## config.mk

```make
export PLATFORM = sky130hd
export DESIGN_NAME = accelerator_scalar_float_controller_flat
export DESIGN_NICKNAME = d
export VERILOG_FILES = /design/src/accelerator_arithmetic_pkg.sv /design/src/accelerator_control_pkg.sv /design/src/accelerator_scalar_float_if.sv /design/src/accelerator_scalar_float_controller.sv /design/src/flat_wrapper.sv
export VERILOG_INCLUDE_DIRS = /design/src
export SDC_FILE = /design/constraint.sdc
export NUM_CORES = 1
export LEC_CHECK = 0
export BUFFER_PORTS_ARGS = -buffer_cell sky130_fd_sc_hd__buf_2
export CAP_MARGIN = 40
export CELL_PAD_IN_SITES_DETAIL_PLACEMENT = 1
export CELL_PAD_IN_SITES_GLOBAL_PLACEMENT = 1
export CORE_AREA = 2 2 305 307
export CTS_BUF_LIST = sky130_fd_sc_hd__clkbuf_8 sky130_fd_sc_hd__clkbuf_16
export CTS_CLUSTER_DIAMETER = 80
export DETAILED_ROUTE_END_ITERATION = 8
export DIE_AREA = 0 0 307 309
export PLACE_DENSITY_LB_ADDON = 0.08
export SYNTH_ARGS = -nofsm -noshare
export SYNTH_HDL_FRONTEND = slang
export SYNTH_SLANG_ARGS = --single-unit
export TNS_END_PERCENT = 5
```

## constraint.sdc

```tcl
create_clock -name CLK -period 10.4 [get_ports CLK]
set_input_delay 1.04 -clock CLK [delete_from_list [all_inputs] [get_ports CLK]]
set_output_delay 1.04 -clock CLK [all_outputs]
set_load 0.05 [all_outputs]
```

## src/accelerator_macros.svh

```systemverilog
// Word, field and opcode widths shared by the scalar float unit
`ifndef ACCELERATOR_MACROS_SVH
`define ACCELERATOR_MACROS_SVH

//////////////////////////////
// Word layout
//////////////////////////////

// Full double-precision word
`define ACCELERATOR_DATA_SIZE 64

// Biased exponent field
`define ACCELERATOR_EXPONENT_SIZE 11

// Fraction field, hidden bit not stored
`define ACCELERATOR_MANTISSA_SIZE 52

//////////////////////////////
// Control
//////////////////////////////

// Add, sub, mul, div
`define ACCELERATOR_OPCODE_SIZE 2

`endif

```

## src/accelerator_arithmetic_pkg.sv

```systemverilog
// Double-precision field struct and raw/field word union
`include "accelerator_macros.svh"

package accelerator_arithmetic_pkg;

  //////////////////////////////
  // IEEE-754 binary64 fields
  //////////////////////////////

  // MSB first, matches the raw bit order
  typedef struct packed {
    logic                                  sign;
    logic [`ACCELERATOR_EXPONENT_SIZE-1:0] exponent;
    logic [`ACCELERATOR_MANTISSA_SIZE-1:0] mantissa;
  } float_fields_t;

  //////////////////////////////
  // Word views
  //////////////////////////////

  // Same 64 bits seen two ways
  // Raw view for real conversion
  // Field view for sign flip and exponent checks
  typedef union packed {
    logic [`ACCELERATOR_DATA_SIZE-1:0] raw;
    float_fields_t                     fields;
  } float_word_t;

endpackage

```

## src/accelerator_control_pkg.sv

```systemverilog
// Opcode and controller state enumerations
`include "accelerator_macros.svh"

package accelerator_control_pkg;

  //////////////////////////////
  // Operations
  //////////////////////////////

  // Sub is handled by the adder with B negated
  typedef enum logic [`ACCELERATOR_OPCODE_SIZE-1:0] {
    OP_ADD = 2'b00,
    OP_SUB = 2'b01,
    OP_MUL = 2'b10,
    OP_DIV = 2'b11
  } opcode_t;

  //////////////////////////////
  // Controller FSM
  //////////////////////////////

  typedef enum logic [1:0] {
    IDLE       = 2'b00,  // waiting on req
    DISPATCH   = 2'b01,  // start pulse out
    WAIT_READY = 2'b10,  // datapath busy
    HOLD_ACK   = 2'b11   // ack high until req drops
  } control_state_t;

endpackage

```

## src/accelerator_scalar_float_if.sv

```systemverilog
// Start/ready bus between the controller and one float datapath
`timescale 1ns/1ps

interface accelerator_scalar_float_if
  import accelerator_arithmetic_pkg::*;
();

  //////////////////////////////
  // Handshake
  //////////////////////////////

  // One-cycle pulses
  logic start;
  logic ready;

  //////////////////////////////
  // Payload
  //////////////////////////////

  // Operands valid in the start cycle
  float_word_t data_a;
  float_word_t data_b;

  // Held from ready until the next start
  float_word_t data_out;
  logic        overflow;

  // Controller side
  modport controller (
    output start,
    output data_a,
    output data_b,
    input  ready,
    input  data_out,
    input  overflow
  );

  // Datapath side
  modport datapath (
    input  start,
    input  data_a,
    input  data_b,
    output ready,
    output data_out,
    output overflow
  );

endinterface

```

## src/accelerator_scalar_float_controller.sv

```systemverilog
// Four-phase front end, opcode decode and datapath dispatch
`timescale 1ns/1ps

module accelerator_scalar_float_controller
  import accelerator_arithmetic_pkg::*;
  import accelerator_control_pkg::*;
(
  input  logic        CLK,
  input  logic        RST,

  // Requester handshake
  input  logic        req,
  output logic        ack,

  input  opcode_t     opcode,
  input  float_word_t operand_a,
  input  float_word_t operand_b,

  output float_word_t result,
  output logic        overflow,

  // Datapath buses
  accelerator_scalar_float_if.controller add_bus,
  accelerator_scalar_float_if.controller mul_bus,
  accelerator_scalar_float_if.controller div_bus
);

  control_state_t state;

  // Request captured in IDLE
  opcode_t        opcode_q;
  float_word_t    op_a_q;
  float_word_t    op_b_q;

  // B with sign flipped for sub
  float_word_t    operand_b_signed;

  // Selected datapath return path
  logic           sel_ready;
  float_word_t    sel_data;
  logic           sel_overflow;

  //////////////////////////////
  // Operand path
  //////////////////////////////

  // A - B becomes A + (-B)
  always_comb begin
    operand_b_signed.raw = operand_b.raw;
    if (opcode == OP_SUB) begin
      operand_b_signed.fields.sign = ~operand_b.fields.sign;
    end
  end

  always_ff @(posedge CLK) begin
    if (state == IDLE && req) begin
      opcode_q <= opcode;
      op_a_q   <= operand_a;
      op_b_q   <= operand_b_signed;
    end
  end

  // Same operands go to every datapath, start picks one
  assign add_bus.data_a = op_a_q;
  assign add_bus.data_b = op_b_q;
  assign mul_bus.data_a = op_a_q;
  assign mul_bus.data_b = op_b_q;
  assign div_bus.data_a = op_a_q;
  assign div_bus.data_b = op_b_q;

  // Return mux
  always_comb begin
    sel_ready    = add_bus.ready;
    sel_data     = add_bus.data_out;
    sel_overflow = add_bus.overflow;
    case (opcode_q)
      OP_MUL: begin
        sel_ready    = mul_bus.ready;
        sel_data     = mul_bus.data_out;
        sel_overflow = mul_bus.overflow;
      end
      OP_DIV: begin
        sel_ready    = div_bus.ready;
        sel_data     = div_bus.data_out;
        sel_overflow = div_bus.overflow;
      end
      default: ;
    endcase
  end

  //////////////////////////////
  // Control FSM
  //////////////////////////////

  always_ff @(posedge CLK or posedge RST) begin
    if (RST) begin
      state         <= IDLE;
      ack           <= 1'b0;
      result        <= '0;
      overflow      <= 1'b0;
      add_bus.start <= 1'b0;
      mul_bus.start <= 1'b0;
      div_bus.start <= 1'b0;
    end else begin
      case (state)
        IDLE: begin
          if (req) begin
            state <= DISPATCH;
          end
        end
        DISPATCH: begin
          // Single start pulse on the decoded bus
          case (opcode_q)
            OP_ADD, OP_SUB: add_bus.start <= 1'b1;
            OP_MUL:         mul_bus.start <= 1'b1;
            OP_DIV:         div_bus.start <= 1'b1;
            default:        add_bus.start <= 1'b0;
          endcase
          state <= WAIT_READY;
        end
        WAIT_READY: begin
          add_bus.start <= 1'b0;
          mul_bus.start <= 1'b0;
          div_bus.start <= 1'b0;
          if (sel_ready) begin
            result   <= sel_data;
            overflow <= sel_overflow;
            ack      <= 1'b1;
            state    <= HOLD_ACK;
          end
        end
        HOLD_ACK: begin
          // Outputs frozen while req stays high
          if (!req) begin
            ack   <= 1'b0;
            state <= IDLE;
          end
        end
        default: state <= IDLE;
      endcase
    end
  end

endmodule

```

## src/flat_wrapper.sv

```systemverilog
// flat-port wrapper written by rule: the top's interface ports become plain ports
module accelerator_scalar_float_controller_flat import accelerator_arithmetic_pkg::*; import accelerator_control_pkg::*;
  (CLK, RST, req, ack, opcode, operand_a, operand_b, result, overflow, add_bus_start, add_bus_data_a, add_bus_data_b, add_bus_ready, add_bus_data_out, add_bus_overflow, mul_bus_start, mul_bus_data_a, mul_bus_data_b, mul_bus_ready, mul_bus_data_out, mul_bus_overflow, div_bus_start, div_bus_data_a, div_bus_data_b, div_bus_ready, div_bus_data_out, div_bus_overflow);
  accelerator_scalar_float_if add_bus_i ();
  accelerator_scalar_float_if mul_bus_i ();
  accelerator_scalar_float_if div_bus_i ();
  input  logic CLK;
  input  logic RST;
  input  logic req;
  output logic ack;
  input  opcode_t opcode;
  input  float_word_t operand_a;
  input  float_word_t operand_b;
  output float_word_t result;
  output logic overflow;
  output wire logic [$bits(add_bus_i.start)-1:0] add_bus_start;
  output wire logic [$bits(add_bus_i.data_a)-1:0] add_bus_data_a;
  output wire logic [$bits(add_bus_i.data_b)-1:0] add_bus_data_b;
  input wire logic [$bits(add_bus_i.ready)-1:0] add_bus_ready;
  input wire logic [$bits(add_bus_i.data_out)-1:0] add_bus_data_out;
  input wire logic [$bits(add_bus_i.overflow)-1:0] add_bus_overflow;
  output wire logic [$bits(mul_bus_i.start)-1:0] mul_bus_start;
  output wire logic [$bits(mul_bus_i.data_a)-1:0] mul_bus_data_a;
  output wire logic [$bits(mul_bus_i.data_b)-1:0] mul_bus_data_b;
  input wire logic [$bits(mul_bus_i.ready)-1:0] mul_bus_ready;
  input wire logic [$bits(mul_bus_i.data_out)-1:0] mul_bus_data_out;
  input wire logic [$bits(mul_bus_i.overflow)-1:0] mul_bus_overflow;
  output wire logic [$bits(div_bus_i.start)-1:0] div_bus_start;
  output wire logic [$bits(div_bus_i.data_a)-1:0] div_bus_data_a;
  output wire logic [$bits(div_bus_i.data_b)-1:0] div_bus_data_b;
  input wire logic [$bits(div_bus_i.ready)-1:0] div_bus_ready;
  input wire logic [$bits(div_bus_i.data_out)-1:0] div_bus_data_out;
  input wire logic [$bits(div_bus_i.overflow)-1:0] div_bus_overflow;
  assign add_bus_start = add_bus_i.start;
  assign add_bus_data_a = add_bus_i.data_a;
  assign add_bus_data_b = add_bus_i.data_b;
  assign add_bus_i.ready = add_bus_ready;
  assign add_bus_i.data_out = add_bus_data_out;
  assign add_bus_i.overflow = add_bus_overflow;
  assign mul_bus_start = mul_bus_i.start;
  assign mul_bus_data_a = mul_bus_i.data_a;
  assign mul_bus_data_b = mul_bus_i.data_b;
  assign mul_bus_i.ready = mul_bus_ready;
  assign mul_bus_i.data_out = mul_bus_data_out;
  assign mul_bus_i.overflow = mul_bus_overflow;
  assign div_bus_start = div_bus_i.start;
  assign div_bus_data_a = div_bus_i.data_a;
  assign div_bus_data_b = div_bus_i.data_b;
  assign div_bus_i.ready = div_bus_ready;
  assign div_bus_i.data_out = div_bus_data_out;
  assign div_bus_i.overflow = div_bus_overflow;
  accelerator_scalar_float_controller u_core (.CLK(CLK), .RST(RST), .req(req), .ack(ack), .opcode(opcode), .operand_a(operand_a), .operand_b(operand_b), .result(result), .overflow(overflow), .add_bus(add_bus_i), .mul_bus(mul_bus_i), .div_bus(div_bus_i));
endmodule
```

## Word-level counts from Yosys, hierarchy flattened

Cells that the tools add are included.

- Logic and storage cells: 53
- Output and inout bits: 453
- Register bits after elaboration: 201
- Input bits: 331

- Equality and inequality tests: 13
- Reduce and logical (&&, ||, !) cells: 12
- Multiplexer cells: 17
- Bitwise gates (word level): 1

Operators with widths:

| operator | count |
|---|---|
| 64-bit one-hot mux with 2 select lines | 1 |
| 1-bit one-hot mux with 2 select lines | 6 |
| 2-bit == test (second input constant) | 4 |
| 2-bit inequality test (second input constant) | 4 |
| 2-bit one-hot mux with 4 select lines | 1 |
| 2-bit AND reduction | 4 |
| 2-bit by 1-bit == test with 1-bit output (second input constant) | 3 |
| 1-bit 2-to-1 mux | 6 |
| 2-bit 2-to-1 mux | 3 |
| 3-bit AND reduction | 2 |
| 2-bit zero test | 2 |
| 2-bit by 1-bit inequality test with 1-bit output (second input constant) | 2 |
| 2-bit nonzero test | 2 |
| 2-bit OR reduction | 1 |
| 1-bit logical AND | 1 |
| 1-bit NOT | 1 |

## Depth between registers and ports, before layout

- Depth in word-level cells: 4
- Gate-level depth with buffers: 7
- Depth with buffers taken out: 5

## Worst setup path after synthesis

No wires, ideal clock.

- Path kind: input-to-reg
- Start: in req
- End: reg u_core.op_a_q (netlist bit u_core.add_bus.data_a[0]) (enable)
- Stages: 1
- Buffers on the path: 0
- Data required time: 9.895 ns
- Setup time: 0.505 ns
- Data arrival time: 4.002 ns
- Setup slack: 5.893 ns
- Cells stage by stage: and2_1

- Word-level cells in the longest chain between the ends: 1

RTL lines:

| what | RTL line | source |
|---|---|---|
| start, declared | flat_wrapper.sv:9 | `input logic req;` |
| 1-bit logical AND | accelerator_scalar_float_controller.sv:56 | `if (state == IDLE && req) begin` |
| end signal, assigned | accelerator_scalar_float_controller.sv:58 | `op_a_q <= operand_a;` |
| end, declared | accelerator_scalar_float_controller.sv:32 | `float_word_t op_a_q;` |

Every way passes these cells.
A chain may end at the register's enable or synchronous reset.

## Worst setup path after layout

- Start: reg u_core.opcode_q[1]
- End: reg u_core.result[38] (netlist bit)

- Word-level cells in the longest chain between the ends: 3
- Elaborated cells on any way between the ends: 5
- Those cells by class: eq/ne: 2; mux: 2; reduce/logical: 1

RTL lines:

| what | RTL line | source |
|---|---|---|
| start, declared | accelerator_scalar_float_controller.sv:31 | `opcode_t opcode_q;` |
| start signal, assigned | accelerator_scalar_float_controller.sv:57 | `opcode_q <= opcode;` |
| 2-bit == test | accelerator_scalar_float_controller.sv:76 | `case (opcode_q)` |
| 1-bit one-hot mux with 2 select lines | accelerator_scalar_float_controller.sv:76 |  |
| 2-bit AND reduction (no line) | - |  |
| end signal, assigned | accelerator_scalar_float_controller.sv:126 | `result <= sel_data;` |
| end, declared | accelerator_scalar_float_controller.sv:19 | `output float_word_t result,` |

Several ways; a longest one is shown, not always the timed one.

==> results.py <==
metrics = {
    "finish": {
        "fin_area_um2": 14700,
        "final_layout_size_suffix_gt1_frac": 0.632,
        "n_fill_cell": 10639,
        "syn2layout_area_growth_pct": 47.5,
        "final_nets": 1671,
    },
    "floorplan": {
        "die_y_um": 309,
        "fp.dieW_um": 307,
        "dieArea_um2": 94900,
        "fp.coreArea_um2": 91400,
        "rows": 111,
        "start_util": 0.109,
        "num_io_pins": 784,
    },
    "synthesis": {
        "synthTopCellsByCount": "buf_4, edfxtp_1, dfrtp_1",
        "yosysTopAreaCellShare": 0.391,
        "syn_area_per_cell_um2": 12.7,
        "yosysMostFrequentCell": "buf_4",
        "syn-cell-area_um2": 9980,
        "seq_area_frac_synth": 0.569,
        "synth_edf_count": 130,
        "ys_types": 30,
        "synthesis.nets": 1122,
        "synth_area_leader_cell": "edfxtp_1",
        "ys_seq_elements": 201,
        "ys_top_cells_by_area": "edfxtp_1, buf_4, dfrtp_1",
        "async_flop_share": 0.353,
        "yosysWarnings": 0,
        "netlist_instances": 786,
        "ys.flop_type": "edfxtp_1",
    },
    "clocking": {
        "htreeDepth": 2,
        "post-cts-setup-buffers": 0,
        "cts_tree": "yes",
        "clockBufferDepth": 3,
        "clock_latency_ns": 0.54,
        "cts_buffers": 36,
        "cts_hold_buffers": 0,
        "ctsResizeCount": 0,
        "path_clk_slew_ns": 0.05,
        "clkSinkCount": 201,
        "cts.root.buffer_cell": "clkbuf_16",
    },
    "routing": {
        "drtPass1Iterations": 4,
        "ant_nets": 0,
        "viasPerCell": 3.08,
        "wl_per_cell_um": 18.9,
        "num_vias": 7868,
        "drc_errors": 0,
        "drt_wl_total_mm": 48.2,
        "dr.first_iter.drc_count": 229,
    },
    "grt": {
        "grt_max_degree": 61,
        "antenna_found_initial": 36,
        "grt_overflow_total": 0,
        "track_usage": 0.0953,
        "grt_pass1_vias": 8082,
        "grt_pass1_wl_mm": 63.0,
    },
    "min_path": {
        "holdCritPathClass": "primary input to async pin",
    },
    "placement": {
        "post_dp_cell_area_um2": 13500,
        "hpwl_mm": 40.2,
        "place_congestion": 0.700,
        "io_buffers": 783,
    },
    "timing": {
        "finalCriticalPeriod_ns": 3.00,
        "setup_viol": 0,
        "max_freq_mhz": 333,
        "fin_skew_ns": 0.0234,
        "tightest_slew_ns": 0.620,
        "fin_crit_sh": 0.288,
        "rsz0062_at_grt": "false",
        "timing.slew.headroom": 0.586,
        "tns_ns": 0,
        "drv_slew": 0,
        "hold_viol": 0,
    },
    "run_status": {
        "status": "completed",
    },
    "pwr": {
        "ir_drop_mv": 0.0887,
        "p_leak_uw": 0.00674,
        "power.density_nw_per_um2": 316,
    },
    "worst_setup_path": {
        "required_ns": 10.82,
        "cp.arrival_ns": 3.42,
        "critical_path_class": "register to register",
        "startpoint_type": "register",
        "crit_fanout": 54,
        "r2r_setup_slack_ns": 7.40,
        "crit_path_end_kind": "register",
    },
    "run": {
        "cap_violations": 0,
    },
}
==> flip-flops by register name, indices dropped and copies added (netlist names) <==
register               flops
u_core.mul_bus.start       1
u_core.opcode_q            2
u_core.add_bus.start       1
u_core.div_bus.start       1
u_core.overflow            1
u_core.add_bus.data_a     64
u_core.add_bus.data_b     64
u_core.ack                 1
u_core.state               2
u_core.result             64
==> cell usage in the layout (no fill, tap or decap), drive strengths merged <==
cell / count
mux2i: 66
o211ai: 1
edfxtp: 130
buf: 797
mux2: 67
o21ai: 3
bufinv: 2
a21boi: 1
nand2b: 2
a21oi: 68
a2111o: 1
xnor2: 1
clkinv: 11
a221oi: 1
nor2: 66
nand2: 2
o32ai: 1
ha: 5
diode: 6
o32a: 1
and2: 2
a211oi: 1
nand3: 1
o31ai: 1
inv: 15
dfrtp: 71
clkbuf: 40
clkinvlp: 3
==> layout make-up <==
cell class                      count  area, um2  share of cell area
Antenna cell                        6       15.0             0.00102
Clock buffer                       40        967              0.0657
Clock inverter                     23        195              0.0133
Inverter                            8       31.3             0.00212
Multi-Input combinational cell    291       2210               0.150
Sequential cell                   201       5680               0.386
Tap cell                         1186       1480               0.101
Timing Repair Buffer              797       4140               0.281
==> worst max-delay path: stages (launching register included) <==
cell and delay [ns]:
edfxtp_1 0.35, buf_4 0.28, buf_4 0.34, buf_12 0.25
a211oi_4 0.59, buf_4 0.28, buf_16 0.26, mux2_2 0.38
==> metal layers <==
layer	up-vias	share of wire	GRT usage	wire length [um]
li1	3585	-	-	-
met1	3657	0.34	0.0954	16600
met2	497	0.52	0.177	25100
met3	113	0.099	0.0385	4770
met4	16	0.034	0.0340	1660
met5	-	0.0020	0	97
==> through the flow <==
stage                     power (uW)  setup WS [ns]  hold WS (ns)  std cells  utilization
final                           4650           7.40         0.441       2552        0.161
after global routing            4890           7.19         0.422       2547        0.161
after CTS                       4770           7.31         0.400       2546        0.161
after detailed placement        3540           7.28         0.469       2483        0.148
after global placement          3520           6.93         0.465       2477        0.147
after floorplan                 3080           5.89         0.512        786            -
==> report_power, final <==
part           switching [uW]  internal, uW
clock network             445           721
registers                 151          1110
logic                    1740           479
total                    2330          2310
==> final timing paths <==
kind,start,cells after the start,endpoint
max,u_core.opcode_q[1],7,u_core.result[38]
min,RST,2,u_core.result[46]
max reg2reg,u_core.opcode_q[1],7,u_core.result[38]
min reg2reg,u_core.result[48],1,u_core.result[48]
max in group asynchronous,RST,4,u_core.result[48]
min in group CLK,u_core.result[48],1,u_core.result[48]
==> cell families after synthesis <==
group / synth area share
adder cells (fa/ha/maj): 0.00627
AO/OA/AOI/OAI: 0.0430
buffers and inverters: 0.210
multiplexers: 0.142
XOR/XNOR: 0.000877
flip-flops: 0.569
AND/OR/NAND/NOR: 0.0286
(Power assumes the default switching activity.)
